[config.mk]
export PLATFORM = sky130hd
export DESIGN_NAME = trigger_top
export DESIGN_NICKNAME = d
export VERILOG_FILES = /design/src/rtl/trigger_pkg.sv /design/src/rtl/trigger_top.sv /design/src/rtl/trigger_processor.sv /design/src/rtl/channel_acq_controller.sv /design/src/rtl/ttc_trigger_receiver.sv /design/src/rtl/event_fifo.sv
export SDC_FILE = /design/constraint.sdc
export NUM_CORES = 1
export LEC_CHECK = 0
export ABC_CLOCK_PERIOD_IN_PS = 9400
export BUFFER_PORTS_ARGS = -buffer_cell sky130_fd_sc_hd__buf_2
export CORE_UTILIZATION = 35
export CTS_BUF_LIST = sky130_fd_sc_hd__clkbuf_4
export DETAILED_ROUTE_END_ITERATION = 8
export GPL_TIMING_DRIVEN = 0
export PLACE_DENSITY = 0.53
export SLEW_MARGIN = 5
export SYNTH_ARGS = -nofsm -noshare
export SYNTH_HDL_FRONTEND = slang
export SYNTH_SLANG_ARGS = --single-unit
[constraint.sdc]
create_clock -name ttc_clk -period 9.4 [get_ports ttc_clk]
set_clock_uncertainty 0.2 [all_clocks]
set_input_delay 1.41 -clock ttc_clk [delete_from_list [all_inputs] [get_ports ttc_clk]]
set_output_delay 1.41 -clock ttc_clk [all_outputs]
set_load 0.005 [all_outputs]
[src/rtl/trigger_pkg.sv]
// TTC trigger path definitions

package trigger_pkg;

    // ----------------------------------------
    // widths
    // ----------------------------------------
    localparam int NUM_CHAN = 5;                  // digitizer channels

    typedef logic [23:0]         trig_num_t;      // global trigger number, first is 1
    typedef logic [43:0]         timestamp_t;     // ttc_clk cycles
    typedef logic [ 4:0]         trig_type_t;     // muon fill, laser, pedestal ...
    typedef logic [NUM_CHAN-1:0] chan_mask_t;     // one bit per channel
    typedef logic [ 7:0]         delay_t;         // trigger delay in cycles

    // trigger record is {timestamp, number, type}, msb first
    localparam int TRIG_REC_W = $bits(timestamp_t) + $bits(trig_num_t) + $bits(trig_type_t);
    // acquisition record is {number, type}
    localparam int ACQ_REC_W  = $bits(trig_num_t) + $bits(trig_type_t);

    localparam int TRIG_FIFO_DEPTH = 16;
    localparam int ACQ_FIFO_DEPTH  = 16;

    // ----------------------------------------
    // state machines
    // ----------------------------------------
    typedef enum logic [0:0] {
        TTR_IDLE,
        TTR_BUSY        // trigger out, waiting for controller
    } ttr_state_t;

    typedef enum logic [1:0] {
        CAC_IDLE,
        CAC_DELAY,      // counting trig_delay
        CAC_ACQ,        // waiting for channel dones
        CAC_STORE       // event into acq fifo
    } cac_state_t;

    typedef enum logic [1:0] {
        TP_IDLE,
        TP_CHECK,       // outcome pulse cycle
        TP_READOUT      // waiting for readout_done
    } tp_state_t;

endpackage
[src/rtl/trigger_top.sv]
// TTC trigger path top level

module trigger_top (
    input  logic                    ttc_clk,
    input  logic                    rst_n,
    input  logic                    ttc_trigger,
    input  trigger_pkg::trig_type_t trig_type,
    input  logic                    rst_trigger_num,        // TTC channel B
    input  logic                    rst_trigger_timestamp,  // TTC channel B
    input  trigger_pkg::chan_mask_t chan_en,
    input  trigger_pkg::delay_t     trig_delay,
    input  trigger_pkg::chan_mask_t chan_dones,
    input  logic                    readout_ready,
    input  logic                    readout_done,
    output trigger_pkg::chan_mask_t chan_enable,
    output trigger_pkg::chan_mask_t chan_trig,
    output logic                    initiate_readout,
    output logic                    send_empty_event,
    output trigger_pkg::trig_num_t  ttc_trig_num,
    output trigger_pkg::trig_type_t ttc_trig_type,
    output trigger_pkg::timestamp_t ttc_trig_timestamp,
    output trigger_pkg::trig_num_t  trig_num,
    output trigger_pkg::timestamp_t trig_timestamp,
    output logic                    trig_fifo_full,
    output logic                    acq_fifo_full,
    output logic                    error_trig_rate,
    output logic                    error_trig_num,
    output logic                    error_trig_type,
    output trigger_pkg::ttr_state_t ttr_state,
    output trigger_pkg::cac_state_t cac_state,
    output trigger_pkg::tp_state_t  tp_state
);
    import trigger_pkg::*;

    // receiver to controller
    logic       acq_trigger;
    trig_num_t  acq_trig_num;
    trig_type_t acq_trig_type;
    logic       acq_ready;

    // fifo sides
    logic                  trig_wr;
    logic [TRIG_REC_W-1:0] trig_rec;
    logic [TRIG_REC_W-1:0] trig_head;
    logic                  trig_empty;
    logic                  acq_wr;
    logic [ACQ_REC_W-1:0]  acq_rec;
    logic [ACQ_REC_W-1:0]  acq_head;
    logic                  acq_empty;
    logic                  fifo_rd;     // one pop for both fifos

    ttc_trigger_receiver ttc_trigger_receiver (
        .trig_full(trig_fifo_full),
        .*
    );

    channel_acq_controller channel_acq_controller (
        .acq_full(acq_fifo_full),
        .*
    );

    trigger_processor trigger_processor (.*);

    // trigger records, {timestamp, number, type}
    event_fifo #(
        .WIDTH(TRIG_REC_W),
        .DEPTH(TRIG_FIFO_DEPTH)
    ) trig_fifo (
        .ttc_clk(ttc_clk),
        .rst_n(rst_n),
        .wr(trig_wr),
        .wdata(trig_rec),
        .full(trig_fifo_full),
        .rd(fifo_rd),
        .rdata(trig_head),
        .empty(trig_empty)
    );

    // acquisition events, {number, type}
    event_fifo #(
        .WIDTH(ACQ_REC_W),
        .DEPTH(ACQ_FIFO_DEPTH)
    ) acq_fifo (
        .ttc_clk(ttc_clk),
        .rst_n(rst_n),
        .wr(acq_wr),
        .wdata(acq_rec),
        .full(acq_fifo_full),
        .rd(fifo_rd),
        .rdata(acq_head),
        .empty(acq_empty)
    );

endmodule

[src/rtl/trigger_processor.sv]
// Trigger processor

module trigger_processor (
    input  logic                               ttc_clk,
    input  logic                               rst_n,
    input  logic                               trig_empty,
    input  logic [trigger_pkg::TRIG_REC_W-1:0] trig_head,      // trigger fifo head
    input  logic                               acq_empty,
    input  logic [trigger_pkg::ACQ_REC_W-1:0]  acq_head,       // event fifo head
    input  logic                               readout_ready,  // command manager idle
    input  logic                               readout_done,   // pulse
    output logic                               fifo_rd,        // pops both heads
    output logic                               initiate_readout,
    output logic                               send_empty_event,
    output trigger_pkg::trig_num_t             ttc_trig_num,
    output trigger_pkg::trig_type_t            ttc_trig_type,
    output trigger_pkg::timestamp_t            ttc_trig_timestamp,
    output logic                               error_trig_num,  // sticky
    output logic                               error_trig_type, // sticky
    output trigger_pkg::tp_state_t             tp_state
);
    import trigger_pkg::*;

    // head fields
    timestamp_t head_ts;
    trig_num_t  head_num;
    trig_type_t head_type;
    trig_num_t  evt_num;
    trig_type_t evt_type;
    logic       num_ok;
    logic       type_ok;

    assign {head_ts, head_num, head_type} = trig_head;
    assign {evt_num, evt_type}            = acq_head;

    assign num_ok  = (head_num == evt_num);
    assign type_ok = (head_type == evt_type);

    // both heads go in one pop
    assign fifo_rd = (tp_state == TP_IDLE) && !trig_empty && !acq_empty && readout_ready;

    // ----------------------------------------
    // readout request FSM
    // ----------------------------------------
    always_ff @(posedge ttc_clk) begin
        if (!rst_n) begin
            tp_state         <= TP_IDLE;
            initiate_readout <= 1'b0;
            send_empty_event <= 1'b0;
            error_trig_num   <= 1'b0;
            error_trig_type  <= 1'b0;
        end else begin
            initiate_readout <= 1'b0;
            send_empty_event <= 1'b0;
            case (tp_state)
                TP_IDLE: begin
                    if (fifo_rd) begin
                        tp_state <= TP_CHECK;
                        if (num_ok && type_ok) begin
                            initiate_readout <= 1'b1;
                        end else begin
                            send_empty_event <= 1'b1;   // fifos out of step
                            error_trig_num   <= error_trig_num | !num_ok;
                            error_trig_type  <= error_trig_type | !type_ok;
                        end
                    end
                end
                TP_CHECK: begin
                    // outcome pulse is out this cycle
                    tp_state <= initiate_readout ? TP_READOUT : TP_IDLE;
                end
                TP_READOUT: begin
                    if (readout_done) begin
                        tp_state <= TP_IDLE;
                    end
                end
                default: tp_state <= TP_IDLE;
            endcase
        end
    end

    // readout header, valid with initiate_readout
    always_ff @(posedge ttc_clk) begin
        if (fifo_rd && num_ok && type_ok) begin
            ttc_trig_num       <= head_num;
            ttc_trig_type      <= head_type;
            ttc_trig_timestamp <= head_ts;
        end
    end

    a_one_outcome: assert property (@(posedge ttc_clk) disable iff (!rst_n)
        !(initiate_readout && send_empty_event))
        else $error("trigger_processor: readout and empty event together");

endmodule

[src/rtl/channel_acq_controller.sv]
// Channel acquisition controller

module channel_acq_controller (
    input  logic                              ttc_clk,
    input  logic                              rst_n,
    input  logic                              acq_trigger,   // from the receiver
    input  trigger_pkg::trig_num_t            acq_trig_num,
    input  trigger_pkg::trig_type_t           acq_trig_type,
    input  trigger_pkg::chan_mask_t           chan_en,       // channels to trigger
    input  trigger_pkg::delay_t               trig_delay,
    input  trigger_pkg::chan_mask_t           chan_dones,    // levels from the channels
    input  logic                              acq_full,
    output logic                              acq_ready,
    output trigger_pkg::chan_mask_t           chan_enable,   // held mask
    output trigger_pkg::chan_mask_t           chan_trig,     // one-cycle pulse
    output logic                              acq_wr,
    output logic [trigger_pkg::ACQ_REC_W-1:0] acq_rec,
    output trigger_pkg::cac_state_t           cac_state
);
    import trigger_pkg::*;

    trig_num_t  num_q;
    trig_type_t type_q;
    delay_t     delay_cnt;
    logic       all_done;

    assign acq_ready = (cac_state == CAC_IDLE);
    assign all_done  = ((chan_dones & chan_enable) == chan_enable);
    assign acq_wr    = (cac_state == CAC_STORE) && !acq_full;   // waits out back-pressure
    assign acq_rec   = {num_q, type_q};

    // event fields, kept until the store
    always_ff @(posedge ttc_clk) begin
        if (acq_trigger && acq_ready) begin
            num_q  <= acq_trig_num;
            type_q <= acq_trig_type;
        end
    end

    // ----------------------------------------
    // acquisition FSM
    // ----------------------------------------
    always_ff @(posedge ttc_clk) begin
        if (!rst_n) begin
            cac_state   <= CAC_IDLE;
            chan_enable <= '0;
            chan_trig   <= '0;
            delay_cnt   <= '0;
        end else begin
            chan_trig <= '0;
            case (cac_state)
                CAC_IDLE: begin
                    if (acq_trigger) begin
                        chan_enable <= chan_en;
                        delay_cnt   <= trig_delay;
                        // nothing enabled, nothing to wait for
                        cac_state   <= (chan_en == '0) ? CAC_STORE : CAC_DELAY;
                    end
                end
                CAC_DELAY: begin
                    if (delay_cnt == '0) begin
                        chan_trig <= chan_enable;   // trig_delay+1 after the trigger
                        cac_state <= CAC_ACQ;
                    end else begin
                        delay_cnt <= delay_cnt - 1'b1;
                    end
                end
                CAC_ACQ: begin
                    if (all_done) begin
                        chan_enable <= '0;
                        cac_state   <= CAC_STORE;
                    end
                end
                CAC_STORE: begin
                    if (!acq_full) begin
                        cac_state <= CAC_IDLE;
                    end
                end
                default: cac_state <= CAC_IDLE;
            endcase
        end
    end

    // channels only see a trigger while they are enabled
    a_trig_in_mask: assert property (@(posedge ttc_clk) disable iff (!rst_n)
        (chan_trig & ~chan_enable) == '0)
        else $error("channel_acq_controller: chan_trig outside chan_enable");

    // the receiver holds back while we are busy
    a_trig_when_ready: assert property (@(posedge ttc_clk) disable iff (!rst_n)
        acq_trigger |-> acq_ready)
        else $error("channel_acq_controller: trigger while busy");

endmodule

[src/rtl/ttc_trigger_receiver.sv]
// TTC trigger receiver

module ttc_trigger_receiver (
    input  logic                               ttc_clk,
    input  logic                               rst_n,
    input  logic                               ttc_trigger,     // one-cycle pulse
    input  trigger_pkg::trig_type_t            trig_type,       // sampled with the pulse
    input  logic                               rst_trigger_num, // TTC channel B
    input  logic                               rst_trigger_timestamp,
    input  logic                               acq_ready,       // controller idle
    input  logic                               trig_full,
    output logic                               acq_trigger,
    output trigger_pkg::trig_num_t             acq_trig_num,
    output trigger_pkg::trig_type_t            acq_trig_type,
    output logic                               trig_wr,
    output logic [trigger_pkg::TRIG_REC_W-1:0] trig_rec,
    output trigger_pkg::trig_num_t             trig_num,        // last accepted number
    output trigger_pkg::timestamp_t            trig_timestamp,  // of the last accepted trigger
    output logic                               error_trig_rate, // sticky
    output trigger_pkg::ttr_state_t            ttr_state
);
    import trigger_pkg::*;

    timestamp_t ts_cnt;     // free running
    trig_num_t  next_num;
    logic       accept;

    assign accept = ttc_trigger && (ttr_state == TTR_IDLE) && acq_ready && !trig_full;

    // a number reset in the same cycle makes this trigger number 1
    assign next_num = rst_trigger_num ? trig_num_t'(1) : trig_num + 1'b1;

    always_ff @(posedge ttc_clk) begin
        if (!rst_n || rst_trigger_timestamp) begin
            ts_cnt <= '0;
        end else begin
            ts_cnt <= ts_cnt + 1'b1;
        end
    end

    // ----------------------------------------
    // acceptance FSM
    // ----------------------------------------
    always_ff @(posedge ttc_clk) begin
        if (!rst_n) begin
            ttr_state       <= TTR_IDLE;
            acq_trigger     <= 1'b0;
            trig_wr         <= 1'b0;
            trig_num        <= '0;
            error_trig_rate <= 1'b0;
        end else begin
            acq_trigger <= accept;
            trig_wr     <= accept;              // fifo write goes with the trigger
            if (ttc_trigger && !accept) begin
                error_trig_rate <= 1'b1;        // too fast, dropped
            end
            if (accept) begin
                trig_num <= next_num;
            end else if (rst_trigger_num) begin
                trig_num <= '0;
            end
            case (ttr_state)
                TTR_IDLE: begin
                    if (accept) begin
                        ttr_state <= TTR_BUSY;
                    end
                end
                TTR_BUSY: begin
                    // acq_ready is still high while our pulse is out
                    if (acq_ready && !acq_trigger) begin
                        ttr_state <= TTR_IDLE;
                    end
                end
                default: ttr_state <= TTR_IDLE;
            endcase
        end
    end

    // record for the processor
    always_ff @(posedge ttc_clk) begin
        if (accept) begin
            acq_trig_num   <= next_num;
            acq_trig_type  <= trig_type;
            trig_timestamp <= ts_cnt;
            trig_rec       <= {ts_cnt, next_num, trig_type};
        end
    end

    a_trig_wr_pair: assert property (@(posedge ttc_clk) disable iff (!rst_n)
        acq_trigger == trig_wr)
        else $error("ttc_trigger_receiver: trigger and record write split");

endmodule

[src/rtl/event_fifo.sv]
// Small synchronous FIFO

module event_fifo #(
    parameter int WIDTH = 32,
    parameter int DEPTH = 16            // power of two
) (
    input  logic             ttc_clk,
    input  logic             rst_n,
    input  logic             wr,        // write strobe
    input  logic [WIDTH-1:0] wdata,
    output logic             full,
    input  logic             rd,        // read strobe, pops the head
    output logic [WIDTH-1:0] rdata,     // first word falls through
    output logic             empty
);
    localparam int AW = $clog2(DEPTH);

    logic [WIDTH-1:0] mem [DEPTH];
    logic [AW:0]      wr_ptr;           // spare msb tells full from empty
    logic [AW:0]      rd_ptr;

    if ((1 << AW) != DEPTH) begin : g_depth_check
        $error("event_fifo: DEPTH must be a power of two");
    end

    assign empty = (wr_ptr == rd_ptr);
    assign full  = (wr_ptr == {~rd_ptr[AW], rd_ptr[AW-1:0]});   // one lap ahead
    assign rdata = mem[rd_ptr[AW-1:0]];

    // storage
    always_ff @(posedge ttc_clk) begin
        if (wr && !full) begin
            mem[wr_ptr[AW-1:0]] <= wdata;
        end
    end

    // pointers
    always_ff @(posedge ttc_clk) begin
        if (!rst_n) begin
            wr_ptr <= '0;
            rd_ptr <= '0;
        end else begin
            if (wr && !full) begin
                wr_ptr <= wr_ptr + 1'b1;
            end
            if (rd && !empty) begin
                rd_ptr <= rd_ptr + 1'b1;
            end
        end
    end

    // ----------------------------------------
    // the writer and reader keep to the flags
    // ----------------------------------------
    a_no_wr_full: assert property (@(posedge ttc_clk) disable iff (!rst_n) !(wr && full))
        else $error("event_fifo: write while full");

    a_no_rd_empty: assert property (@(posedge ttc_clk) disable iff (!rst_n) !(rd && empty))
        else $error("event_fifo: read while empty");

endmodule

## Yosys cells after proc, flatten, opt, wreduce, memory -nomap -nowiden

Memory sizes are Yosys's and may differ from the RTL's. A register that Yosys moved wholly into a read port is not among the register bits.
Index checks and enable logic that the tools add are counted.

- Add/subtract/negate cells: 7
- Multipliers: 0
- Divide/modulo/power cells: 0
- Magnitude comparators: 0
- Equality and inequality tests: 19
- Shift-type cells: 0
- Mux-type cells: 32
- Bitwise gates (word level): 7
- Reduce and logical (&&, ||, !) cells: 41

Operator list:

| kind | count |
|---|---|
| $mux W24 | 3 |
| $add A44 B1 Y44 const B | 1 |
| $eq A5 B5 Y1 | 6 |
| $add A24 B1 Y24 const B | 1 |
| $eq A24 B24 Y1 | 1 |
| $add A5 B1 Y5 const B | 4 |
| $logic_and A1 B1 Y1 | 17 |
| $mux W2 | 8 |
| $mux W4 | 4 |
| $mux W8 | 2 |
| $pmux W8 S2 | 1 |
| $reduce_and A3 Y1 | 5 |
| $mux W5 | 2 |
| $pmux W5 S2 | 1 |
| $logic_not A1 Y1 | 9 |
| $logic_not A8 Y1 | 1 |
| $mux W1 | 8 |
| $ne A2 B2 Y1 const B | 4 |
| $pmux W2 S4 | 1 |
| $sub A8 B1 Y8 const B | 1 |
| $eq A2 B2 Y1 const B | 3 |
| $ne A2 B1 Y1 const B | 3 |
| $pmux W2 S3 | 1 |
| $reduce_bool A2 Y1 | 3 |
| 10 further kinds | 16 |

- Bits in registers: 365
- Latch bits: 0
- RAM bits: 1632
- Memory bits (read-only): 0
- Logic and storage cells: 135
- Memories kept: 2

Memory list:

| name | depth | width | read ports | clocked after Yosys merged registers in | wr ports | line | source |
|---|---|---|---|---|---|---|---|
| trig_fifo.mem | 16 | 73 | 1 | 1 | 1 | event_fifo.sv:18 | `logic [WIDTH-1:0] mem [DEPTH];` |
| acq_fifo.mem | 16 | 29 | 1 | 1 | 1 | event_fifo.sv:18 |  |

## Longest topological paths before layout

Gate-level depths: netlist of the first run.

- Word-level depth: 8
- Gate-level depth with buffers: 14
- Mapped depth without buffers: 9

## By module

A second synthesis of the first run with hierarchy kept.

- Cells, all modules: 3410
- Area total of the unflattened synthesis: 74432.6 sq um

By module, submodules not included:

| module | instances | cells an instance | area an instance (sq um) | seq. area each (sq um) |
|---|---|---|---|---|
| event_fifo (trig_fifo) | 1 | 1719 | 44651.6 | 35353.9 |
| event_fifo (acq_fifo) | 1 | 750 | 18293.8 | 14213.6 |
| ttc_trigger_receiver | 1 | 628 | 6656.4 | 3613.5 |
| trigger_processor | 1 | 136 | 2772.7 | 2312.2 |
| channel_acq_controller | 1 | 177 | 2058.2 | 1271.2 |

## Least setup slack after synthesis of the first run

Ideal clock, no wire load.

- Path type: reg-to-reg
- Start: reg (tool-made name)
- End: reg trigger_processor.ttc_trig_num[0], enable pin
- Data arrival time: 8306 ps
- Setup slack: 300 ps
- Stages on the path, launching flop included: 13
- Path buffers: 7
- Period minus slack after synthesis: 9100 ps
- Cells stage by stage: dfxtp_1 buf_2 buf_6 buf_6 buf_4 buf_4 buf_2 buf_2 mux4_2 mux4_2 xnor2_1 nand4_1 nor3_1

RTL lines:

| what | line | source |
|---|---|---|
| end signal: assignment | trigger_processor.sv:85 | `ttc_trig_num <= head_num;` |
| end: declaration | trigger_processor.sv:15 | `output trigger_pkg::trig_num_t ttc_trig_num,` |

==> metrics, run 1 <==
Via density=5.01; final setup vio count=0; final period utilization=0.728; register area share after synthesis=0.778; Finished Cell Area=86,200 um^2; Synth top area share=0.744; hpwl dp=129 mm; initial antenna violation count=10; Final ANT Viol Nets=0; Power, Total=around 19 mW; Placed Area=79,800 um^2; Pwr Density=217 nW/um^2; Slew HR=0.138; boundary pin count=193; status=completed; Placer Congestion=0.763; WHS=0.217 ns; die span in x=458 um; die height=458 um; row count=167; Syn-to-layout area delta=18.2%; slowest stage delay, CP=0.76 ns; R2R setup slack=2.56 ns; largest net degree at the start of global routing=47; crit path time final=a little under 7 ns; Cell variety after synth=57; Max clock buf depth=4; Worst Hold Class=in -> reg; Clock transition at path regs=~0.06 ns; cts bufs inserted=539; WP data required=10.24 ns; dominant cell type by area after synthesis=edfxtp_1; CP Max Fanout=10; Hold Fails Final Rpt=0; cells resized by post-CTS repair=0; area occupied by multi-input gates=15,600 um^2; final net count=around 4,300; Cells after Synth=around 3,300; total wire length=193 mm; asr flop ratio synth=0; delay-heaviest family, CP=buffers and inverters; via count=roughly 37,000; Synth Area per Inst=21.8 um^2; measured slew at the worst slew-check pin=around 1.3 ns; Buf+Inv Stages, Crit Path=10; synth warn=0; number of global-route vias before repair=about 39,000; RSZ-0062 raised after global routing=no; Starting Density=0.352; Max VDD drop=~0.12 mV; WS Path Type=reg -> reg; Primary FF master, synth=edfxtp_1; number of synthesized flops with an enable pin=1,807; clk sinks=1,932; Startpoint Class=register; CTS tree=done; Max Freq=0.146 GHz; Core Area=around 210,000 um^2; Global Route Usage Sum=0.183; die area=around 210,000 um^2; Top cell by count, worst path=buf_2; IO buf count=between 150 and 200; dpl ws=2.06 ns; post-synthesis register bit count=1,932; H-tree levels=6; top-count cell post-synth=edfxtp_1; Residual DRC=0; Mapped Area=72,900 um^2; setup slack after layout=2.56 ns; worst path cell trace=buf_2 > buf_2 > buf_2 > buf_2 > clkbuf_1 > clkbuf_1 > mux4_2 > a22oi_1 > nand3_1 > xnor2_1 > nand4_1 > nor3_2 > buf_4 > buf_8 > buf_4 > buf_6; gr ovfl total=0; Filler Cell Count=18,397; CTS Root Cell=clkbuf_4; slowest CP cell=nor3_2; First-pass DRT Iterations=5; wire per inst=roughly 26 um; first-pass GRT wire length=273 mm; Max-Cap Viols=0; syn nets=3,397; Reg area=~57,000 um^2; P_leak=approximately 28 nW; top cells by area, synth=edfxtp_1, mux4_2, dfxtp_1; CP Capture Type=register; Slew Limit Fails=0; layout cells sized above 1=0.374; WP data arrival=7.68 ns; most common library cells after synthesis=edfxtp_1, mux4_2, nor2_1, dfxtp_1, xor2_1; initial DRC count=2,910; clock latency on the worst-skew pair=1.37 ns
[sequential cells by signal, indices dropped and copies added (netlist names), 2 cells and up, named ones only]
name                                  cells
ttc_trigger_receiver.trig_timestamp      43
acq_fifo.rd_ptr                           5
trig_fifo.mem                          1168
trig_fifo.rd_ptr                          5
trigger_processor.tp_state                2
trigger_processor.ttc_trig_num           24
channel_acq_controller.chan_trig          5
channel_acq_controller.delay_cnt          8
channel_acq_controller.num_q             24
trigger_processor.ttc_trig_type           5
trig_fifo.wr_ptr                          5
acq_fifo.wr_ptr                           5
channel_acq_controller.cac_state          2
acq_fifo.mem                            464
ttc_trigger_receiver.ts_cnt              44
ttc_trigger_receiver.trig_num            24
channel_acq_controller.type_q             5
ttc_trigger_receiver.trig_rec            30
channel_acq_controller.chan_enable        5
trigger_processor.ttc_trig_timestamp     44
[report_power, final]
| part | switching [mW] | total, mW | internal (mW) |
|---|---|---|---|
| Combinational | 0.546 | 0.872 | 0.325 |
| Clock | 3.42 | 7.32 | 3.90 |
| Sequential | 0.479 | 10.5 | 10.1 |
[what timing repair did]
| item | 4_1_cts | 5_1_grt |
|---|---|---|
| hold buffers | 5 | 0 |
| hold endpoints to repair | 5 | 0 |
| buffers inserted | 0 | 0 |
[cells in the final DEF (no fill, tap or decap), types with 17 or more instances in the layout]
cell	n
a21oi_1	31
a221oi_1	25
a22oi_1	22
and2_1	20
and3_1	17
buf_12	53
buf_2	237
buf_4	49
buf_6	33
clkbuf_1	74
clkbuf_4	780
clkinv_1	71
dfxtp_1	125
edfxtp_1	1807
ha_1	18
inv_1	21
mux2i_1	74
mux4_2	454
nand2_1	74
nand3_1	40
nand4_1	21
nor2_1	141
nor2_4	24
o21ai_0	21
xnor2_1	53
xor2_1	78
[stage by stage]
stage,setup TNS [ns],instances,utilization
after floorplan,0,3349,-
after global placement,-3245.22,6329,0.374
after detailed placement,0,6469,0.385
after CTS,0,7350,0.416
after global routing,0,7352,0.416
final,0,7356,0.416
[worst min-delay path, delay by kind of cell]
kind                   cells  cell delay, ns
buffers and inverters      1            0.11
AND/OR/NAND/NOR            1            0.08
AO/OA/AOI/OAI              1            0.06
[path summary, 6_finish.rpt]
kind                                         from                                 endpoint  cells past startpoint
hold reg to reg   ttc_trigger_receiver.ts_cnt[42]  ttc_trigger_receiver.trig_timestamp[42]                      0
setup / recovery                         register       trigger_processor.ttc_trig_type[4]                     16
hold / removal                         chan_en[3]    channel_acq_controller.chan_enable[3]                      3
setup reg to reg                         register       trigger_processor.ttc_trig_type[4]                     16
[cell families (layout without fill, tap and decap cells)]
family / count (synthesis) / after routing / share of synthesized area
AO/OA/AOI/OAI: 142 / 142 / 0.0137
adder cells (fa/ha/maj): 18 / 18 / 0.00309
buffers and inverters: 173 / 1386 / 0.0108
multiplexers: 528 / 528 / 0.150
flip-flops: 1932 / 1932 / 0.778
XOR/XNOR: 131 / 131 / 0.0157
other: 0 / 6 / 0
AND/OR/NAND/NOR: 425 / 425 / 0.0279
[per-layer routing]
layer / routed length [um] / track usage
met1: 77000 / 0.222
met2: 99700 / 0.318
met3: 10100 / 0.0422
met4: 5680 / 0.0672
met5: 69 / 0
[layout make-up]
| class | count | area share |
|---|---|---|
| sequential | 1932 | 0.659 |
| multi-input combinational | 1244 | 0.181 |
| clock buffer | 779 | 0.0678 |
| tap | 2788 | 0.0405 |
| timing repair buffer | 337 | 0.0368 |
| buffer | 149 | 0.00817 |
| clock inverter | 97 | 0.00594 |
| inverter | 24 | 0.00105 |
| antenna | 6 | 0.000174 |
No activity file was read; power rests on OpenSTA's default activity.
==> inputs of run 2 (changes only) <==
ABC_CLOCK_PERIOD_IN_PS = 6250   (was 9400)
clock period = 6.25 ns   (was 9.4 ns; I/O delays follow)
==> metrics, run 2 (same netlist as run 1, synthesis figures left out) <==
sw frac=0.237 (about the same); Max Freq=0.166 GHz (was 0.146 GHz); R2R setup slack=0.22 ns (was 2.56 ns); CTS tree=done (unchanged); WS Path Type=reg -> reg (unchanged); IO buf count=192 (unchanged); Placed Area=79,600 um^2 (was 79,800 um^2); clock network fraction of design power=0.396 (was 0.391); final net count=4,288 (was 4,275); hpwl dp=128 mm (was 129 mm); gr ovfl total=0 (unchanged); Pwr Density=329 nW/um^2 (was 217 nW/um^2); status=completed (unchanged); dpl ws=-0.605 ns (was 2.06 ns); WP data arrival=6.82 ns (was 7.68 ns); Combinational Power Share=0.047 (about the same); layout cells sized above 1=0.372 (was 0.374); P_leak=27.8 nW (was 27.6 nW); Via density=5.02 (was 5.01); row count=167 (unchanged); measured slew at the worst slew-check pin=1.29 ns (was 1.28 ns); largest net degree at the start of global routing=45 (was 47); crit path time final=6.03 ns (was 6.84 ns); Hold Fails Final Rpt=0 (unchanged); Starting Density=0.352 (unchanged); final period utilization=0.965 (was 0.728); cts bufs inserted=540 (was 539); Clock transition at path regs=0.06 ns (about the same); clock latency on the worst-skew pair=1.34 ns (was 1.37 ns); wire per inst=26.2 um (about the same); switching pwr=6.76 mW (was 4.44 mW); WHS=0.188 ns (was 0.217 ns); Finished Cell Area=86,600 um^2 (was 86,200 um^2); commonest non-fill, non-tap cell in the layout=edfxtp_1 (unchanged); die span in x=458 um (unchanged); Core Area=207,000 um^2 (unchanged); sequential power share=0.557 (was 0.562); Placer Congestion=0.767 (was 0.763); number of global-route vias before repair=39,124 (was 38,750); Max-Cap Viols=0 (unchanged); first-pass GRT wire length=276 mm (was 273 mm); Final ANT Viol Nets=0 (unchanged); Max VDD drop=0.167 mV (was 0.117 mV); Worst Hold Class=in -> reg (unchanged); WP data required=7.04 ns (was 10.24 ns); Power, Total=28.5 mW (was 18.7 mW); CTS Root Cell=clkbuf_4 (unchanged); die height=458 um (unchanged); max reg flops=1,168 (unchanged); RSZ-0062 raised after global routing=no (unchanged); Max clock buf depth=4 (unchanged); clk sinks=1,932 (unchanged); initial antenna violation count=6 (was 10); via count=37,139 (was 36,858); Int Power=21.7 mW (was 14.3 mW); H-tree levels=6 (unchanged); Syn-to-layout area delta=18.7% (was 18.2%); Startpoint Class=register (unchanged); most frequent cells in the layout=edfxtp_1, clkbuf_4, mux4_2 (unchanged); Residual DRC=0 (unchanged); Slew Limit Fails=0 (unchanged); total wire length=194 mm (was 193 mm); CP Capture Type=register (unchanged); setup slack after layout=0.221 ns (was 2.56 ns); final setup vio count=0 (unchanged); Global Route Usage Sum=0.184 (was 0.183); CP Max Fanout=16 (was 10); initial DRC count=2,952 (was 2,910); Slew HR=0.140 (was 0.138); die area=210,000 um^2 (unchanged); boundary pin count=193 (unchanged); First-pass DRT Iterations=5 (unchanged)
-- run 2: path summary, 6_finish.rpt --
path | depth (start not counted) | start | end
worst max-delay path | 15 | register | trigger_processor.ttc_trig_timestamp[28]
worst min-delay path | 2 | trig_type[2] | ttc_trigger_receiver.trig_rec[2]
worst max register to register | 15 | register | trigger_processor.ttc_trig_timestamp[28]
worst min register to register | 0 | ttc_trigger_receiver.ts_cnt[42] | ttc_trigger_receiver.trig_timestamp[42]
-- run 2: layer usage --
layer | GRT usage | vias to the layer above | share of wire
met5 | 0 | - | 0.00019
li1 | - | 15984 | -
met2 | 0.318 | 1145 | 0.52
met4 | 0.0649 | 6 | 0.026
met1 | 0.227 | 19662 | 0.40
met3 | 0.0399 | 342 | 0.052
-- run 2: cell type report --
class	count	area, um^2
diodes	5	12.5
plain buffers	148	718
clock buffers	786	5900
clock inverters	119	679
fillers	18403	120000
inverters	24	90.1
multi-input cells	1244	15600
flip-flops and latches	1932	56800
well taps	2788	3490
repair buffers	350	3310
-- run 2: metrics by stage --
step | setup TNS [ns] | std cells | util
final | 0 | 7396 | 0.418
after global routing | 0 | 7394 | 0.418
after CTS | 0 | 7392 | 0.418
after detailed placement | -26.04 | 6453 | 0.385
after global placement | -6356.39 | 6329 | 0.374
after floorplan | -195.85 | 3349 | -
-- run 2: power groups by stage --
stage,Clock (mW),Combinational (mW),Sequential (mW)
6_report,11.3,1.35,15.8
5_1_grt,12.3,1.45,15.9
4_1_cts,11.6,1.38,15.9
3_5_place_dp,0,1.34,16.1
3_3_place_gp,0,1.26,16.1
2_1_floorplan,0,0.693,15.8
-- run 2: critical path, stage by stage (launching register included) --
cell and delay [ns]:
dfxtp_1 0.30, clkbuf_1 0.48, clkinv_1 0.48, buf_2 0.40, buf_1 0.49, a221oi_1 0.46, nor2_1 0.09, o21ai_1 0.69
xnor2_1 0.30, nand4_1 0.22, or4_4 0.61, nor3_4 0.18, buf_4 0.17, buf_16 0.16, buf_16 0.17, buf_16 0.18
-- run 2: repair_timing --
item                                    in CTS  in global routing
endpoints found under the setup margin      69                 33
pin swaps                                    2                  0
gates resized for setup                      4                 13
buffers inserted                             5                  0
hold buffers                                29                  0
endpoints found under the hold margin       40                  0
